`src/rtl/imu_pkg.sv`:
```
package imu_pkg;

    ////////////////////////////////////////////////////////////////////////////
    // widths
    ////////////////////////////////////////////////////////////////////////////

    localparam int AXIS_W     = 16;         // one axis sample
    localparam int BYTE_W     = 8;          // one spi data byte
    localparam int CMD_W      = 16;         // full command word, gyro sends only the top byte
    localparam int AXIS_BYTES = 6;          // xl xh yl yh zl zh
    localparam int SEL_W      = 3;          // byte index / byte_sel width
    localparam int SHIFT_W    = CMD_W + BYTE_W;  // longest transfer, 24 bits
    localparam int BIT_CNT_W  = 5;          // counts up to SHIFT_W

    ////////////////////////////////////////////////////////////////////////////
    // timing
    ////////////////////////////////////////////////////////////////////////////

    localparam int SPI_HALF         = 4;            // clk cycles per sck half period
    localparam int HALF_W           = $clog2(SPI_HALF);
    localparam int TICK_DIV_DEFAULT = 10_000_000;   // 10 Hz frame rate at 100 MHz

    ////////////////////////////////////////////////////////////////////////////
    // sensor register map
    ////////////////////////////////////////////////////////////////////////////

    localparam logic [7:0] ACCEL_READ_OP   = 8'h0B;  // accel read-register instruction
    localparam logic [7:0] ACCEL_BASE_ADDR = 8'h0E;  // XDATA_L, rest follow in order
    localparam logic [5:0] GYRO_BASE_ADDR  = 6'h28;  // OUT_X_L, rest follow in order

    // poll sequencer states
    localparam logic [1:0] ST_IDLE  = 2'd0;
    localparam logic [1:0] ST_ISSUE = 2'd1;
    localparam logic [1:0] ST_WAIT  = 2'd2;
    localparam logic [1:0] ST_DONE  = 2'd3;

    // command word, same 16 bits seen two ways
    typedef union packed {
        struct packed {
            logic [7:0] opcode;         // first byte on the wire
            logic [7:0] addr;           // register address
        } accel;
        struct packed {
            logic       rd;             // 1 = read
            logic       ms;             // auto-increment, left clear
            logic [5:0] addr;
            logic [7:0] pad;            // never shifted out
        } gyro;
    } spi_cmd_u;

endpackage
```
`src/rtl/spi_cmd_if.sv`:
```
`timescale 1ns/100ps

// sequencer <-> spi master link, plain strobes and levels
interface spi_cmd_if
    import imu_pkg::*;
();

    logic              start;        // one-cycle request, only while ready
    spi_cmd_u          cmd;          // header word, sampled with start
    logic              long_header;  // 1: send 16 header bits, 0: upper 8 only
    logic              ready;        // master idle
    logic [BYTE_W-1:0] rx_byte;      // last byte read, held until next start

    modport seq (
        output start, cmd, long_header,
        input  ready, rx_byte
    );

    modport master (
        input  start, cmd, long_header,
        output ready, rx_byte
    );

endinterface

```
`src/rtl/imu_poller_top.sv`:
```
`timescale 1ns/100ps

module imu_poller_top
    import imu_pkg::*;
#(
    parameter int TICK_DIV = TICK_DIV_DEFAULT
) (
    input  logic              clk,
    input  logic              reset_top,
    input  logic              btnc,          // rearm both channels
    // channel 0, accelerometer
    output logic              sck_0,
    output logic              cs_n_0,
    output logic              mosi_0,
    input  logic              miso_0,
    // channel 1, gyroscope
    output logic              sck_1,
    output logic              cs_n_1,
    output logic              mosi_1,
    input  logic              miso_1,
    output logic [AXIS_W-1:0] accel_x,
    output logic [AXIS_W-1:0] accel_y,
    output logic [AXIS_W-1:0] accel_z,
    output logic [AXIS_W-1:0] gyro_x,
    output logic [AXIS_W-1:0] gyro_y,
    output logic [AXIS_W-1:0] gyro_z,
    output logic              accel_valid,
    output logic              gyro_valid
);

    logic       tick;
    logic       clear_0, clear_1;
    logic       we_0, we_1;
    logic [2:0] sel_0, sel_1;

    spi_cmd_if cmd_if_0 ();
    spi_cmd_if cmd_if_1 ();

    poll_tick #(.TICK_DIV(TICK_DIV)) poll_tick_i (
        .clk(clk), .reset_top(reset_top), .tick(tick)
    );

    ////////////////////////////////////////////////////////////////////////////
    // channel 0, accelerometer
    ////////////////////////////////////////////////////////////////////////////

    poll_sequencer #(.ACCEL_SENSOR(1'b1)) seq_0_i (
        .clk(clk), .reset_top(reset_top), .tick(tick), .rearm(btnc),
        .cmd_port(cmd_if_0.seq), .clear(clear_0), .byte_we(we_0),
        .byte_sel(sel_0), .valid(accel_valid)
    );

    spi_master spi_0_i (
        .clk(clk), .reset_top(reset_top), .cmd_port(cmd_if_0.master),
        .sck(sck_0), .cs_n(cs_n_0), .mosi(mosi_0), .miso(miso_0)
    );

    axis_capture cap_0_i (
        .clk(clk), .reset_top(reset_top), .clear(clear_0), .byte_we(we_0),
        .byte_sel(sel_0), .byte_in(cmd_if_0.rx_byte),
        .axis_x(accel_x), .axis_y(accel_y), .axis_z(accel_z)
    );

    ////////////////////////////////////////////////////////////////////////////
    // channel 1, gyroscope
    ////////////////////////////////////////////////////////////////////////////

    poll_sequencer #(.ACCEL_SENSOR(1'b0)) seq_1_i (
        .clk(clk), .reset_top(reset_top), .tick(tick), .rearm(btnc),
        .cmd_port(cmd_if_1.seq), .clear(clear_1), .byte_we(we_1),
        .byte_sel(sel_1), .valid(gyro_valid)
    );

    spi_master spi_1_i (
        .clk(clk), .reset_top(reset_top), .cmd_port(cmd_if_1.master),
        .sck(sck_1), .cs_n(cs_n_1), .mosi(mosi_1), .miso(miso_1)
    );

    axis_capture cap_1_i (
        .clk(clk), .reset_top(reset_top), .clear(clear_1), .byte_we(we_1),
        .byte_sel(sel_1), .byte_in(cmd_if_1.rx_byte),
        .axis_x(gyro_x), .axis_y(gyro_y), .axis_z(gyro_z)
    );

endmodule

```
`src/rtl/poll_sequencer.sv`:
```
`timescale 1ns/100ps

// walks the six axis registers of one sensor per frame
module poll_sequencer
    import imu_pkg::*;
#(
    parameter bit ACCEL_SENSOR = 1'b1   // 1 = accel command format, 0 = gyro
) (
    input  logic   clk,
    input  logic   reset_top,
    input  logic   tick,            // frame timebase
    input  logic   rearm,           // button, DONE -> IDLE
    spi_cmd_if.seq cmd_port,
    output logic   clear,
    output logic   byte_we,
    output logic   [2:0] byte_sel,
    output logic   valid
);

    logic [1:0]       state;
    logic [1:0]       next_state;
    logic [SEL_W-1:0] idx;              // which of the six registers
    logic             ready_q;          // for ready edge detect

    wire ready_rise = cmd_port.ready & ~ready_q;
    wire last_byte  = (idx == SEL_W'(AXIS_BYTES - 1));

    assign clear    = (state == ST_IDLE) && tick;   // cycle the frame starts
    assign byte_sel = idx;                          // idx only moves after the write
    assign valid    = (state == ST_DONE);

    ////////////////////////////////////////////////////////////////////////////
    // command word for the current register
    ////////////////////////////////////////////////////////////////////////////

    always_comb begin
        cmd_port.start = (state == ST_ISSUE) && cmd_port.ready;
        if (ACCEL_SENSOR) begin
            cmd_port.cmd.accel.opcode = ACCEL_READ_OP;
            cmd_port.cmd.accel.addr   = ACCEL_BASE_ADDR + {5'd0, idx};
            cmd_port.long_header      = 1'b1;    // opcode + address
        end else begin
            cmd_port.cmd.gyro.rd   = 1'b1;
            cmd_port.cmd.gyro.ms   = 1'b0;       // single register per transfer
            cmd_port.cmd.gyro.addr = GYRO_BASE_ADDR + {3'd0, idx};
            cmd_port.cmd.gyro.pad  = '0;
            cmd_port.long_header   = 1'b0;       // one header byte
        end
    end

    ////////////////////////////////////////////////////////////////////////////
    // next state
    ////////////////////////////////////////////////////////////////////////////

    always_comb begin
        next_state = state;                      // hold by default
        case (state)
            ST_IDLE:  if (tick) next_state = ST_ISSUE;
            ST_ISSUE: if (cmd_port.ready) next_state = ST_WAIT;   // start goes out now
            ST_WAIT: begin
                // leave once the byte write has been issued
                if (byte_we) begin
                    next_state = last_byte ? ST_DONE : ST_ISSUE;
                end
            end
            ST_DONE:  if (rearm) next_state = ST_IDLE;
            default:  next_state = ST_IDLE;
        endcase
    end

    always_ff @(posedge clk) begin
        if (reset_top) begin
            state   <= ST_IDLE;
            idx     <= '0;
            byte_we <= 1'b0;
            ready_q <= 1'b1;                     // master comes out of reset ready
        end else begin
            state   <= next_state;
            ready_q <= cmd_port.ready;
            byte_we <= (state == ST_WAIT) && ready_rise;   // cycle after ready rises
            if (clear) begin
                idx <= '0;                       // new frame starts at x low
            end else if (state == ST_WAIT && byte_we && !last_byte) begin
                idx <= idx + 1'b1;
            end
        end
    end

endmodule

```
`src/rtl/axis_capture.sv`:
```
`timescale 1ns/100ps

module axis_capture
    import imu_pkg::*;
(
    input  logic              clk,
    input  logic              reset_top,
    input  logic              clear,        // frame start, zero all words
    input  logic              byte_we,
    input  logic [2:0]        byte_sel,     // 0..5 = xl xh yl yh zl zh
    input  logic [BYTE_W-1:0] byte_in,
    output logic [AXIS_W-1:0] axis_x,
    output logic [AXIS_W-1:0] axis_y,
    output logic [AXIS_W-1:0] axis_z
);

    always_ff @(posedge clk) begin
        if (reset_top || clear) begin
            axis_x <= '0;
            axis_y <= '0;
            axis_z <= '0;
        end else if (byte_we) begin
            case (byte_sel)
                3'd0: axis_x[BYTE_W-1:0]      <= byte_in;   // x low
                3'd1: axis_x[AXIS_W-1:BYTE_W] <= byte_in;   // x high
                3'd2: axis_y[BYTE_W-1:0]      <= byte_in;
                3'd3: axis_y[AXIS_W-1:BYTE_W] <= byte_in;
                3'd4: axis_z[BYTE_W-1:0]      <= byte_in;
                3'd5: axis_z[AXIS_W-1:BYTE_W] <= byte_in;
                default: ;                                  // 6, 7 unused
            endcase
        end
    end

endmodule

```
`src/rtl/spi_master.sv`:
```
`timescale 1ns/100ps

// mode 0 spi master: header out, one data byte back
module spi_master
    import imu_pkg::*;
(
    input  logic      clk,
    input  logic      reset_top,
    spi_cmd_if.master cmd_port,
    output logic      sck,
    output logic      cs_n,
    output logic      mosi,
    input  logic      miso
);

    logic [SHIFT_W-1:0]   tx_sr;       // header then zeros while the byte comes back
    logic [BYTE_W-1:0]    rx_sr;       // miso shift, last 8 bits kept
    logic [BIT_CNT_W-1:0] bits_left;   // bits still to clock, incl. current one
    logic [HALF_W-1:0]    half_cnt;    // clocks within the sck half period
    logic                 tail;        // last falling edge done, waiting to lift cs_n
    logic                 ready_q;

    wire half_end = (half_cnt == HALF_W'(SPI_HALF - 1));
    wire accept   = cmd_port.start & ready_q;     // start while busy is dropped

    assign mosi             = tx_sr[SHIFT_W-1];   // msb first
    assign cmd_port.ready   = ready_q;
    assign cmd_port.rx_byte = rx_sr;

    ////////////////////////////////////////////////////////////////////////////
    // transfer engine
    ////////////////////////////////////////////////////////////////////////////

    always_ff @(posedge clk) begin
        if (reset_top) begin
            ready_q   <= 1'b1;
            cs_n      <= 1'b1;
            sck       <= 1'b0;
            tx_sr     <= '0;
            bits_left <= '0;
            half_cnt  <= '0;
            tail      <= 1'b0;
        end else if (accept) begin
            ready_q  <= 1'b0;                  // ready falls next cycle
            cs_n     <= 1'b0;                  // cs_n falls next clock too
            sck      <= 1'b0;
            half_cnt <= '0;
            tail     <= 1'b0;
            if (cmd_port.long_header) begin
                tx_sr     <= {cmd_port.cmd, {BYTE_W{1'b0}}};
                bits_left <= BIT_CNT_W'(SHIFT_W);          // 16 + 8
            end else begin
                // only the upper byte goes out, pad stays behind
                tx_sr     <= {cmd_port.cmd[CMD_W-1 -: BYTE_W], {CMD_W{1'b0}}};
                bits_left <= BIT_CNT_W'(2 * BYTE_W);       // 8 + 8
            end
        end else if (!ready_q) begin
            half_cnt <= half_cnt + 1'b1;
            if (half_end) begin
                half_cnt <= '0;
                if (tail) begin
                    cs_n    <= 1'b1;           // SPI_HALF after last fall
                    ready_q <= 1'b1;           // same clock as cs_n
                    tail    <= 1'b0;
                end else if (!sck) begin
                    sck <= 1'b1;               // rising edge, slave data sampled below
                end else begin
                    sck       <= 1'b0;         // falling edge, next bit onto mosi
                    tx_sr     <= tx_sr << 1;
                    bits_left <= bits_left - 1'b1;
                    if (bits_left == BIT_CNT_W'(1)) begin
                        tail <= 1'b1;
                    end
                end
            end
        end
    end

    // miso capture on the rising sck edge, data phase only
    always_ff @(posedge clk) begin
        if (!ready_q && half_end && !tail && !sck &&
            bits_left <= BIT_CNT_W'(BYTE_W)) begin
            rx_sr <= {rx_sr[BYTE_W-2:0], miso};
        end
    end

endmodule

```
`src/rtl/poll_tick.sv`:
```
`timescale 1ns/100ps

module poll_tick
    import imu_pkg::*;
#(
    parameter int TICK_DIV = TICK_DIV_DEFAULT
) (
    input  logic clk,
    input  logic reset_top,
    output logic tick       // one clk wide, every TICK_DIV clocks
);

    logic [31:0] cnt;       // free running frame divider

    always_ff @(posedge clk) begin
        if (reset_top) begin
            cnt  <= '0;
            tick <= 1'b0;
        end else begin
            tick <= 1'b0;                       // default low
            if (cnt == 32'(TICK_DIV - 1)) begin
                cnt  <= '0;
                tick <= 1'b1;                   // lands one cycle after terminal count
            end else begin
                cnt <= cnt + 32'd1;
            end
        end
    end

endmodule

```
`config.mk`:
```
export PLATFORM = sky130hd
export DESIGN_NAME = imu_poller_top
export DESIGN_NICKNAME = d
export VERILOG_FILES = /design/src/rtl/imu_pkg.sv /design/src/rtl/spi_cmd_if.sv /design/src/rtl/imu_poller_top.sv /design/src/rtl/poll_sequencer.sv /design/src/rtl/axis_capture.sv /design/src/rtl/spi_master.sv /design/src/rtl/poll_tick.sv
export SDC_FILE = /design/constraint.sdc
export NUM_CORES = 1
export LEC_CHECK = 0
export BUFFER_PORTS_ARGS = -buffer_cell sky130_fd_sc_hd__buf_2
export CAP_MARGIN = 20
export CORE_MARGIN = 8
export CORE_UTILIZATION = 43
export DETAILED_ROUTE_END_ITERATION = 16
export GPL_TIMING_DRIVEN = 0
export PLACE_DENSITY = 0.7
export SLEW_MARGIN = 40
export SYNTH_ARGS = -nofsm -noshare
export SYNTH_HDL_FRONTEND = slang
export SYNTH_SLANG_ARGS = --single-unit
```
`constraint.sdc`:
```
create_clock -name clk -period 1.8 [get_ports clk]
set_clock_uncertainty 0.05 [all_clocks]
set_input_delay 0.09 -clock clk [delete_from_list [all_inputs] [get_ports clk]]
set_output_delay 0.09 -clock clk [all_outputs]
set_load 0.03 [all_outputs]
```
======== Word level (Yosys, flattened, before mapping) ========
Index checks and enable logic that the tools add are counted.
word-level totals
  register bits ........................... 205
  input bits .............................. 5
  output and inout bits ................... 104
operators by class
  bitwise logic cells ..................... 10
  add/sub/neg operators ................... 9
  eq/ne operators ......................... 33
  reduce and logical (&&, ||, !) cells .... 67
  multiplexer cells ....................... 57
  magnitude comparators ................... 2
operators with widths
  cell                     number
  $mux W24                 5
  $mux W20                 5
  $mux W5                  10
  $add A32 B1 Y32 const B  1
  $eq A32 B24 Y1 const B   1
  $reduce_and A2 Y1        14
  $mux W1                  25
  $reduce_and A4 Y1        6
  $mux W2                  10
  $logic_and A1 B1 Y1      18
  $ne A2 B2 Y1 const B     8
  $pmux W2 S4              2
  $eq A2 B2 Y1 const B     6
  $eq A3 B2 Y1 const B     4
  $eq A3 B3 Y1 const B     4
  $reduce_and A3 Y1        4
  $reduce_bool A2 Y1       6
  $eq A5 B1 Y1 const B     2
  $le A5 B4 Y1 const B     2
  $reduce_or A2 Y1         5
  $sub A5 B1 Y5 const B    2
  $logic_not A1 Y1         8
  $ne A2 B1 Y1 const B     4
  $add A3 B1 Y3 const B    2
  10 further kinds         24

======== Depth between registers and ports, before layout ========
Gate-level depths: netlist (run 1).
  depth in word-level cells ............... 6
  depth in mapped cells ................... 6
  mapped depth without buffers ............ 6

======== Cells and area by module ========
Synthesis (run 1) repeated with hierarchy kept, for this count alone.
unflattened totals
  cell total of the unflattened synthesis .. 988
  area total of the unflattened synthesis .. 9,955.8 um^2
modules (own cells, without submodules)
  module                    instances  area each (um^2)  cells an instance
  axis_capture              2          2,142.1           185
  poll_tick                 1          1,604.0           185
  spi_master (spi_1_i)      1          1,591.5           160
  spi_master (spi_0_i)      1          1,497.7           159
  poll_sequencer (seq_0_i)  1          495.5             57
  poll_sequencer (seq_1_i)  1          483.0             57

======== Worst setup path before layout (run 1) ========
OpenSTA, ideal clock, no wires.
  kind .................................... register -> register
  start ................................... register spi_0_i.ready_q, in the netlist spi_0_i.cmd_port.ready
  end ..................................... register spi_0_i.rx_sr[0], in the netlist spi_0_i.cmd_port.rx_byte[0] (enable)
  stages on the path, launching flop included .. 6
  library setup time ...................... 383 ps
  path slack .............................. -117 ps
  arrival time ............................ 1,484 ps
  clock period less this slack ............ 1,917 ps
  cells stage by stage .................... dfxtp_1 > clkbuf_1 > nand2b_1 > nor2_1 > nand2_1 > nor3_1
on the way
  word-level cells in the longest chain between the ends .. 5
RTL lines
  element                            line              text
  start, declared                    spi_master.sv:21  logic ready_q;
  start signal, assigned             spi_master.sv:36  ready_q <= 1'b1;
  start signal, assigned             spi_master.sv:44  ready_q <= 1'b0;
  start signal, assigned             spi_master.sv:63  ready_q <= 1'b1;
  $logic_not A1 Y1                   --
  $logic_and A1 B1 Y1 (4 in series)  spi_master.sv:81  if (!ready_q && half_end && !tail && !sck &&
  end signal, assigned               spi_master.sv:83  rx_sr <= {rx_sr[BYTE_W-2:0], miso};
  end, declared                      spi_master.sv:17  logic [BYTE_W-1:0] rx_sr;
Every way passes these cells.
A chain may end at the register's enable or synchronous reset.

======== Final worst setup path (run 1) ========
  start ................................... register spi_0_i.half_cnt[0]
  end ..................................... register spi_0_i.tx_sr[9]
on the way
  word-level cells in the longest chain between the ends .. 3
RTL lines
  element                              line              text
  start, declared                      spi_master.sv:19  logic [HALF_W-1:0] half_cnt;
  start signal, assigned               spi_master.sv:58  half_cnt <= half_cnt + 1'b1;
  $eq A2 B2 Y1                         spi_master.sv:23  wire half_end = (half_cnt == HALF_W'(SPI_HALF - 1));
  $reduce_bool A2 Y1 (no source line)  --
  $reduce_and A4 Y1 (no source line)   --
  end signal, assigned                 spi_master.sv:50  tx_sr <= {cmd_port.cmd, {BYTE_W{1'b0}}};
  end signal, assigned                 spi_master.sv:54  tx_sr <= {cmd_port.cmd[CMD_W-1 -: BYTE_W], {CMD_W{1'b0}}};
  end signal, assigned                 spi_master.sv:69  tx_sr <= tx_sr << 1;
  end, declared                        spi_master.sv:16  logic [SHIFT_W-1:0] tx_sr;
Every way passes these cells.

==> results by group, run 1 <==
Critical path
  • Largest delay contributor family on the critical path: simple AND/OR/NAND/NOR gates
  • Arrival @ worst endpoint: 2.12 ns
  • Crit path kind: flip-flop to flip-flop
  • CP peak stage delay: 0.35 ns
  • CP Launch Type: flip-flop
  • Slowest cell on the critical path: dfxtp_1
  • Bufs and invs on worst path: 1
  • Worst Setup End Kind: flip-flop
  • Crit Path Max Fanout: 10
  • CP cell instances: ha_2 > nor4bb_2 > buf_4 > nor2_1 > a221oi_1 > nor2_1
  • Critical Path RT: 2.10 ns
  • Most common cell on crit path: nor2_1

Global routing
  • GRT Total Usage: 16.4%
  • First-pass GRT wire length: 33,200 um
  • Largest net degree at the start of global routing: 15
  • Remaining Overflow, GRT: 0
  • Antenna violations before repair: 1
  • Vias in the first global route: 6,592

Synthesis
  • Syn Nets: 942
  • Seq/Total Area, Yosys: 51.9%
  • Most frequent cells after synthesis: 189 x dfxtp_1, 126 x nand2_1, 111 x a21oi_1
  • Ys flop type: dfxtp_1
  • EDFF count, synth: 16
  • Area share of the leading cell type in the synthesized netlist: 46.0%
  • Top cells by area, synth: dfxtp_1 46%, a21oi_1 6.8%, edfxtp_1 5.8%
  • Synth area leader: dfxtp_1
  • Asr flop ratio synth: 0%
  • Synth cell types: 57
  • Count leader, synth: dfxtp_1
  • Synthesized area per cell: 8.95 um2
  • Yosys reg bits: 205
  • Yosys warns: 0
  • Area of the mapped netlist: 8220 um2
  • Mapped Cells: 919

Clock network
  • Clk slew on worst S/H paths: 0.06 ns
  • CTS H-tree depth: 1
  • Clock Root Buffer: clkbuf_16
  • Num CTS Buffers: 22
  • CTS tree: done
  • Clock tree buffer depth: 3
  • Sink Count: 205
  • Clk Latency, worst-skew pair: 0.49 ns

Placed design
  • Port bufs: 108
  • GPL Wtd Cong: 0.829
  • Placed cell count: 1,261
  • Post-DP HPWL: 14,000 um

Floorplan
  • Area of the die: 23,800 um2
  • Core area: 18,800 um2
  • Die Wd: 154 um
  • I/O pins: 109
  • Die Span Y: 154 um
  • Row count: 50
  • Initial Util: 43.8%

STA
  • RSZ-0062 raised after global routing: yes
  • Minimum clock period: 1.82 ns
  • Final period util: 101%
  • Fmax: 550 MHz
  • Final worst setup slack: -0.0168 ns
  • Final Hold Viols: 0
  • Worst Tran Pin Value: 0.639 ns
  • Relative slew margins: 57.4%
  • # setup viols final: 1
  • Final Max Slew Viols: 0

Final layout
  • Area of the multi-input gates: 3780 um2
  • Share of layout cells above drive strength 1: 20.2%
  • Antenna cell count: 0
  • Non-filler cells, final: 1,312
  • FILL cells: 1,739
  • Area Overhead vs Synth: 22.7%
  • Register Area: 4270 um2
  • Nets: 1,085

Min path
  • Hold Path Class: input port to flip-flop

Pwr
  • Pwr Total: 9150 uW
  • Switching power total: 1870 uW
  • Sw Share: 20.4%
  • Total internal power: 7290 uW
  • PD cells: 907 nW/um2
  • Lkg Pwr: 0.00405 uW
  • Combinational share of power: 1.4%
  • IR drop worst, VDD: 0.489 mV
  • Sequential Power Share: 50.3%
  • Clk pwr share: 48.3%

Routing
  • M1 WL: 9320 um
  • Vias per inst: 5.35
  • Via Count: 7,021
  • Routed Antenna Nets: 0
  • DRC viols: 0
  • WL/cell: 15.6 um
  • Metal2 WL: 9600 um
  • Drt total wl: 20,400 um
  • DRT Pass-1 Iters: 4
  • DRT iter0 DRCs: 299
  • Top Layer Used: met5
  • Met3 WL: 1200 um

Outcome
  • Outcome: complete, but fails checks
  • Violated checks: negative setup slack

Run
  • Maxcap violations: 0
cells by family (layout without fill, tap and decap cells):
logic type,count (synthesis),in the layout,share of synthesized area [%]
xor+xnor,18,18,1.92
buf+inv,74,233,3.77
compound gates,167,167,11.5
fa+ha+maj,18,18,2.74
mux,37,37,4.52
flops,205,205,51.9
simple gates,400,400,23.6
stage by stage:
step / setup TNS, ns / setup slack (ns) / utilization [%] / hold slack, ns / area (um2)
after CTS: 0 / 0.00391 / 52.9 / 0.100 / 9930
final: -0.0168 / -0.0168 / 53.8 / 0.103 / 10100
after detailed placement: -15.00 / -0.201 / 48.3 / 0.227 / 9070
after global placement: -11.93 / -0.186 / 48.3 / 0.226 / 9070
after floorplan: 0 / 0.122 / - / 0.139 / 8230
after global routing: -0.877 / -0.121 / 53.8 / 0.153 / 10100
layout by cell type, fill, tap and decap left out, drive strengths merged, types with 22 or more instances in the layout:
master	netlist	routed
nand2	127	127
clkbuf	37	67
nor3	22	22
inv	21	22
nor2	86	86
dfxtp	189	189
nand3	92	92
mux2i	36	36
a21oi	111	111
buf	16	133
power by group through the flow:
stage | logic [uW] | registers [uW] | clock network [uW]
after global placement | 111 | 4700 | 0
final | 126 | 4600 | 4430
after detailed placement | 111 | 4700 | 0
after global routing | 139 | 4600 | 4710
after CTS | 123 | 4600 | 4510
after floorplan | 69.1 | 4700 | 0
flip-flops by register name (all words and copies together), names as in the netlist, 3 cells and up:
name	count
spi_0_i.cmd_port.rx_byte	8
seq_0_i.byte_sel	3
spi_1_i.tx_sr	8
cap_1_i.axis_z	16
spi_0_i.tx_sr	16
cap_1_i.axis_y	16
poll_tick_i.cnt	32
spi_0_i.bits_left	5
spi_1_i.cmd_port.rx_byte	8
cap_0_i.axis_x	16
cap_0_i.axis_z	16
seq_1_i.byte_sel	3
spi_1_i.bits_left	5
cap_1_i.axis_x	16
cap_0_i.axis_y	16
tightest hold or removal path, stage by stage:
cell,delay [ns]
buf_2,0.12
inv_1,0.07
o21ai_1,0.24
a211oi_1,0.08
path summary, 6_finish.rpt:
kind	from	endpoint	slack, ns	cells after the start
hold reg to reg	seq_0_i.ready_q	seq_0_i.byte_we	0.34	1
setup reg to reg	spi_0_i.half_cnt[0]	spi_0_i.tx_sr[9]	-0.02	6
setup / recovery	spi_0_i.half_cnt[0]	spi_0_i.tx_sr[9]	-0.02	6
hold / removal	reset_top	seq_1_i.byte_sel[2]	0.10	4
metal layers:
| metal | global-route usage (%) | vias up |
|---|---|---|
| li1 | - | 3521 |
| met4 | 4.20 | 2 |
| met2 | 27.5 | 160 |
| met3 | 3.34 | 29 |
| met5 | 0 | - |
| met1 | 21.2 | 3309 |
area by class of cell:
| type | count | share of cell area (%) |
|---|---|---|
| multi-input combinational | 640 | 37.5 |
| inverter | 21 | 0.781 |
| clock buffer | 33 | 6.47 |
| tap | 234 | 2.90 |
| sequential | 205 | 42.4 |
| clock inverter | 7 | 0.657 |
| buffer | 48 | 2.36 |
| timing repair buffer | 124 | 6.96 |
what timing repair did:
item | CTS | global route
gates resized for setup | 15 | 45
setup endpoints to repair | 79 | 127
pin swaps | 3 | 3
setup buffers | 5 | 6
hold endpoints to repair | 9 | 0
gates cloned | 0 | 0
hold buffers | 5 | 0
Note: power is estimated with default switching activity, not from simulation.
==> run 2, diff against run 1 <==
==> constraint.sdc (replaced) <==
create_clock -name clk -period 1.5 [get_ports clk]
set_clock_uncertainty 0.05 [all_clocks]
set_input_delay 0.075 -clock clk [delete_from_list [all_inputs] [get_ports clk]]
set_output_delay 0.075 -clock clk [all_outputs]
set_load 0.03 [all_outputs]
==> results by group, run 2 (synthesis results as in run 1) <==
Critical path
  • CP cell instances: nor4b_4 > nand3_2 > o31ai_4 > buf_6 > buf_6 > a21oi_2
  • Crit path kind: flip-flop to flip-flop
  • Arrival @ worst endpoint: 2.02 ns
  • RR Endpoint: poll_tick_i.cnt[20]
  • CP peak stage delay: 0.37 ns
  • Most common cell on crit path: buf_6
  • Crit Path Max Fanout: 5
  • Worst reg2reg setup slack: -0.19 ns
  • Bufs and invs on worst path: 2
  • Critical Path RT: 1.83 ns
  • Reg2reg start: poll_tick_i.cnt[7]
  • Worst Setup End Kind: flip-flop
  • Slowest cell on the critical path: dfxtp_4
  • CP Launch Type: flip-flop
  • Largest delay contributor family on the critical path: simple AND/OR/NAND/NOR gates
  • Crit path launch: poll_tick_i.cnt[7]
  • CP endpoint: poll_tick_i.cnt[20]
  • Crit. path cell count: 6
  • R2R depth: 6

Floorplan
  • I/O pins: 109
  • Area of the die: 23,800 um2
  • Initial Util: 43.8%
  • Row count: 50
  • Die Span Y: 154 um
  • Core area: 18,800 um2
  • Die Wd: 154 um

Routing
  • Drt total wl: 22,200 um
  • DRT Pass-1 Iters: 5
  • Via Count: 7,244
  • DRT iter0 DRCs: 524
  • DRC viols: 0
  • Routed Antenna Nets: 0
  • WL/cell: 16.6 um
  • Vias per inst: 5.41

Placed design
  • Port bufs: 108
  • GPL Wtd Cong: 0.795
  • Post-DP HPWL: 14,000 um

STA
  • Final TNS setup: -4.24 ns
  • Fmax: 592 MHz
  • Final period util: 113%
  • # setup viols final: 35
  • Final worst setup slack: -0.188 ns
  • Relative slew margins: 54.1%
  • RSZ-0062 raised after global routing: yes
  • Worst Tran Pin Value: 0.688 ns
  • Final Max Slew Viols: 0
  • Final Hold Viols: 0
  • Minimum clock period: 1.69 ns

Final layout
  • Largest Register: poll_tick_i.cnt
  • FILL cells: 1,582
  • Area Overhead vs Synth: 33.7%
  • Share of layout cells above drive strength 1: 34.7%
  • Antenna cell count: 0
  • Most common cell after layout, fill and taps aside: dfxtp_1
  • Most frequent cells in the layout: 140 x dfxtp_1, 114 x nand2_1, 110 x buf_2
  • Nets: 1,115
  • Largest register FFs: 32

Global routing
  • GRT Total Usage: 17.2%
  • Antenna violations before repair: 1
  • First-pass GRT wire length: 34,600 um
  • Remaining Overflow, GRT: 0
  • Largest net degree at the start of global routing: 14
  • Vias in the first global route: 6,751

Pwr
  • Pwr Total: 10,700 uW
  • Lkg Pwr: 0.00438 uW
  • PD cells: 975 nW/um2
  • IR drop worst, VDD: 0.805 mV

Clock network
  • Clk slew on worst S/H paths: 0.06 ns
  • Sink Count: 205
  • CTS tree: done
  • Clock tree buffer depth: 3
  • Clock Root Buffer: clkbuf_16
  • Clk Latency, worst-skew pair: 0.50 ns
  • CTS H-tree depth: 1
  • Num CTS Buffers: 22

Run
  • Maxcap violations: 0

Outcome
  • Violated checks: negative setup slack
  • Outcome: complete, but fails checks

Min path
  • Hold Path Class: input port to flip-flop
[run 2: cell count changes in the layout (fill, tap and decap cells not counted), moves of 8 or more]
cell / before / now
dfxtp_1: 181 / 140
buf_4: 13 / 40
dfxtp_2: 8 / 31
dfxtp_4: 0 / 18
buf_6: 3 / 18
clkbuf_1: 29 / 15
a21oi_1: 111 / 100
a21oi_2: 0 / 11
nand2_1: 125 / 114
ha_1: 14 / 5
inv_1: 21 / 13
nand2_2: 2 / 10
[run 2: cell type report]
| type | count | area, um2 | share of cell area (%) |
|---|---|---|---|
| Inverter | 21 | 81.3 | 0.740 |
| Multi-Input combinational cell | 640 | 4280 | 38.9 |
| Clock buffer | 35 | 651 | 5.92 |
| Sequential cell | 205 | 4370 | 39.8 |
| Clock inverter | 3 | 15.0 | 0.137 |
| Timing Repair Buffer | 163 | 1020 | 9.31 |
| Buffer | 39 | 284 | 2.58 |
| Tap cell | 234 | 293 | 2.66 |
[run 2: worst reg2reg max path, cell delays in order (launching register included)]
cell and delay [ns]:
dfxtp_4 0.37, nor4b_4 0.34, nand3_2 0.17, o31ai_4 0.33, buf_6 0.15, buf_6 0.13
a21oi_2 0.04
[run 2: report_power, final]
group / internal, uW / switching (uW)
Clock: 2960 / 2090
Sequential: 5480 / 10.9
Combinational: 59.2 / 122
Total: 8500 / 2220
[run 2: worst min-delay path by stage]
stage                     startpoint                          end  slack, ns  cells after the start
after floorplan               miso_0  spi_0_i.cmd_port.rx_byte[0]       0.12                      0
after global placement        miso_1  spi_1_i.cmd_port.rx_byte[0]       0.22                      1
after detailed placement      miso_1  spi_1_i.cmd_port.rx_byte[0]       0.22                      1
after CTS                  reset_top          poll_tick_i.cnt[25]      0.003                      5
after global routing       reset_top           poll_tick_i.cnt[9]       0.15                      6
final                      reset_top           poll_tick_i.cnt[1]       0.13                      6
[run 2: timing repair]
action / in CTS / in global routing
setup buffers: 25 / 23
gates cloned: 1 / 1
endpoints found under the hold margin: 8 / 0
resized for setup: 107 / 132
setup endpoints to repair: 191 / 171
hold buffers: 5 / 0
pin swaps: 35 / 32
[run 2: per-stage QoR]
stage | utilization (%) | setup slack [ns] | area (um2) | cells | hold slack, ns
global placement | 49.2 | -0.426 | 9240 | 1261 | 0.218
detailed placement | 49.2 | -0.463 | 9240 | 1261 | 0.217
finish | 58.6 | -0.188 | 11000 | 1340 | 0.130
CTS | 55.5 | -0.129 | 10400 | 1318 | 0.00320
global route | 58.6 | -0.227 | 11000 | 1340 | 0.151
floorplan | - | -0.0383 | 8410 | 919 | 0.124
[run 2: metal layers]
metal / vias up / share of wire, % / track usage [%]
met2: 179 / 50 / 29.7
met4: 2 / 1.9 / 5.09
met1: 3458 / 42 / 21.5
li1: 3566 / - / -
met3: 39 / 5.6 / 3.34
met5: - / 0.036 / 0
==> run 3, diff against run 2 <==
--- a/config.mk
+++ b/config.mk
@@ -11,7 +11,7 @@
 export CORE_UTILIZATION = 43
 export DETAILED_ROUTE_END_ITERATION = 16
 export GPL_TIMING_DRIVEN = 0
-export PLACE_DENSITY = 0.7
+export PLACE_DENSITY = 0.67
 export SLEW_MARGIN = 40
 export SYNTH_ARGS = -nofsm -noshare
 export SYNTH_HDL_FRONTEND = slang
==> constraint.sdc (replaced) <==
create_clock -name clk -period 1.9 [get_ports clk]
set_clock_uncertainty 0.05 [all_clocks]
set_input_delay 0.095 -clock clk [delete_from_list [all_inputs] [get_ports clk]]
set_output_delay 0.095 -clock clk [all_outputs]
set_load 0.03 [all_outputs]
==> results by group, run 3 (synthesis results as in run 1) <==
Outcome
  • Outcome: finished clean

Final layout
  • Register Area: 4270 um2
  • Area of the multi-input gates: 3710 um2
  • FILL cells: 1,763
  • Share of layout cells above drive strength 1: 17.9%
  • Largest Register: poll_tick_i.cnt
  • Most common cell after layout, fill and taps aside: dfxtp_1
  • Nets: 1,080
  • Most frequent cells in the layout: 186 x dfxtp_1, 126 x nand2_1, 116 x buf_2
  • Area Overhead vs Synth: 21.5%
  • Post-layout util: 53.2%
  • Largest register FFs: 32

Critical path
  • Reg2reg start: poll_tick_i.cnt[3]
  • CP peak stage delay: 0.42 ns
  • CP cell instances: and4_4 > nand3_4 > buf_2 > o41ai_1 > a21oi_1
  • Worst reg2reg setup slack: 0.12 ns
  • Bufs and invs on worst path: 1
  • Worst Setup End Kind: flip-flop
  • R2R depth: 5
  • CP Launch Type: flip-flop
  • RR Endpoint: poll_tick_i.cnt[22]
  • Crit Path Max Fanout: 10
  • Slowest cell on the critical path: dfxtp_1
  • Arrival @ worst endpoint: 2.10 ns
  • Crit path kind: flip-flop to flip-flop
  • Critical Path RT: 2.22 ns
  • Largest delay contributor family on the critical path: simple AND/OR/NAND/NOR gates

Clock network
  • Sink Count: 205
  • Clock tree buffer depth: 3
  • Clock Root Buffer: clkbuf_16
  • CTS tree: done
  • Clk Latency, worst-skew pair: 0.50 ns
  • Num CTS Buffers: 22
  • Clk slew on worst S/H paths: 0.06 ns
  • CTS H-tree depth: 1

Global routing
  • Remaining Overflow, GRT: 0
  • Antenna violations before repair: 1
  • GRT Total Usage: 16.5%
  • Largest net degree at the start of global routing: 15
  • Vias in the first global route: 6,482
  • First-pass GRT wire length: 33,200 um

Routing
  • DRT Pass-1 Iters: 7
  • Routed Antenna Nets: 0
  • Met3 WL: 903 um
  • DRC viols: 0
  • Via Count: 6,950
  • Top Layer Used: met4
  • Drt total wl: 20,200 um
  • Metal2 WL: 9740 um
  • M1 WL: 9310 um
  • WL/cell: 15.5 um
  • DRT iter0 DRCs: 426
  • Vias per inst: 5.31

STA
  • # setup viols final: 0
  • Final Max Slew Viols: 0
  • Final Hold Viols: 0
  • Fmax: 562 MHz
  • RSZ-0062 raised after global routing: yes
  • Relative slew margins: 59.4%
  • Final worst setup slack: 0.120 ns
  • Worst Tran Pin Value: 0.609 ns
  • Final period util: 93.7%
  • Minimum clock period: 1.78 ns

Pwr
  • IR drop worst, VDD: 0.576 mV
  • Lkg Pwr: 0.00400 uW
  • PD cells: 892 nW/um2

Floorplan
  • I/O pins: 109
  • Die Span Y: 154 um
  • Initial Util: 43.8%
  • Row count: 50
  • Core area: 18,800 um2
  • Area of the die: 23,800 um2
  • Die Wd: 154 um

Min path
  • Hold Path Class: input port to flip-flop
  • Hold_sp: miso_0
  • Min-Delay Path Depth: 2
  • Hold Path End: spi_0_i.cmd_port.rx_byte[0]

Run
  • Maxcap violations: 0

Placed design
  • Post-place setup slack: -0.111 ns
  • Post-DP HPWL: 14,000 um
  • Port bufs: 108
  • GPL Wtd Cong: 0.839
## run 3: worst max-delay path by stage
stage,start,endpoint,slack (ns),depth (start not counted)
after floorplan,spi_1_i.half_cnt[0],spi_1_i.cmd_port.rx_byte[0],0.009,5
after global placement,spi_1_i.half_cnt[0],spi_1_i.cmd_port.rx_byte[7],-0.28,5
after detailed placement,spi_0_i.cmd_port.ready,spi_0_i.half_cnt[0],-0.11,5
after CTS,reset_top,cap_0_i.axis_y[1],0.02,7
after global routing,spi_1_i.half_cnt[0],spi_1_i.cmd_port.rx_byte[4],-0.01,6
final,poll_tick_i.cnt[3],poll_tick_i.cnt[22],0.12,5
## run 3: routing by layer
| metal | track usage (%) | vias up |
|---|---|---|
| met5 | 0 | - |
| met4 | 4.11 | 0 |
| met3 | 3.29 | 22 |
| met2 | 27.9 | 129 |
| met1 | 21.2 | 3284 |
| li1 | - | 3515 |
## run 3: area by class of cell
| cell class | count | area share [%] |
|---|---|---|
| inverter | 21 | 0.789 |
| tap | 234 | 2.93 |
| clock inverter | 10 | 1.25 |
| antenna | 1 | 0.0250 |
| clock buffer | 30 | 6.32 |
| timing repair buffer | 118 | 6.51 |
| sequential | 205 | 42.7 |
| multi-input combinational | 640 | 37.1 |
| buffer | 49 | 2.30 |
## run 3: power by group
part | total (uW) | internal [uW] | leakage [uW] | switching, uW
Clock | 4430 | 2730 | 0.000371 | 1700
Combinational | 117 | 31.9 | 0.00196 | 85.3
Sequential | 4360 | 4350 | 0.00167 | 9.44
## run 3: per-stage QoR
stage                     hold WS (ns)  area [um2]  instances  power, uW  setup TNS, ns
after floorplan                  0.144        8230        919       4520              0
after global placement           0.244        9060       1261       4560          -5.60
after global routing             0.294        9990       1308       9200        -0.0656
after CTS                        0.259        9930       1309       8990              0
after detailed placement         0.239        9070       1261       4560          -3.80
final                            0.290        9990       1308       8910              0
## run 3: what timing repair did
item,in CTS,in global routing
buffers inserted,4,2
hold buffers,4,0
pin swaps,2,4
hold endpoints to repair,6,0
gates resized for setup,7,23
setup endpoints to repair,61,136
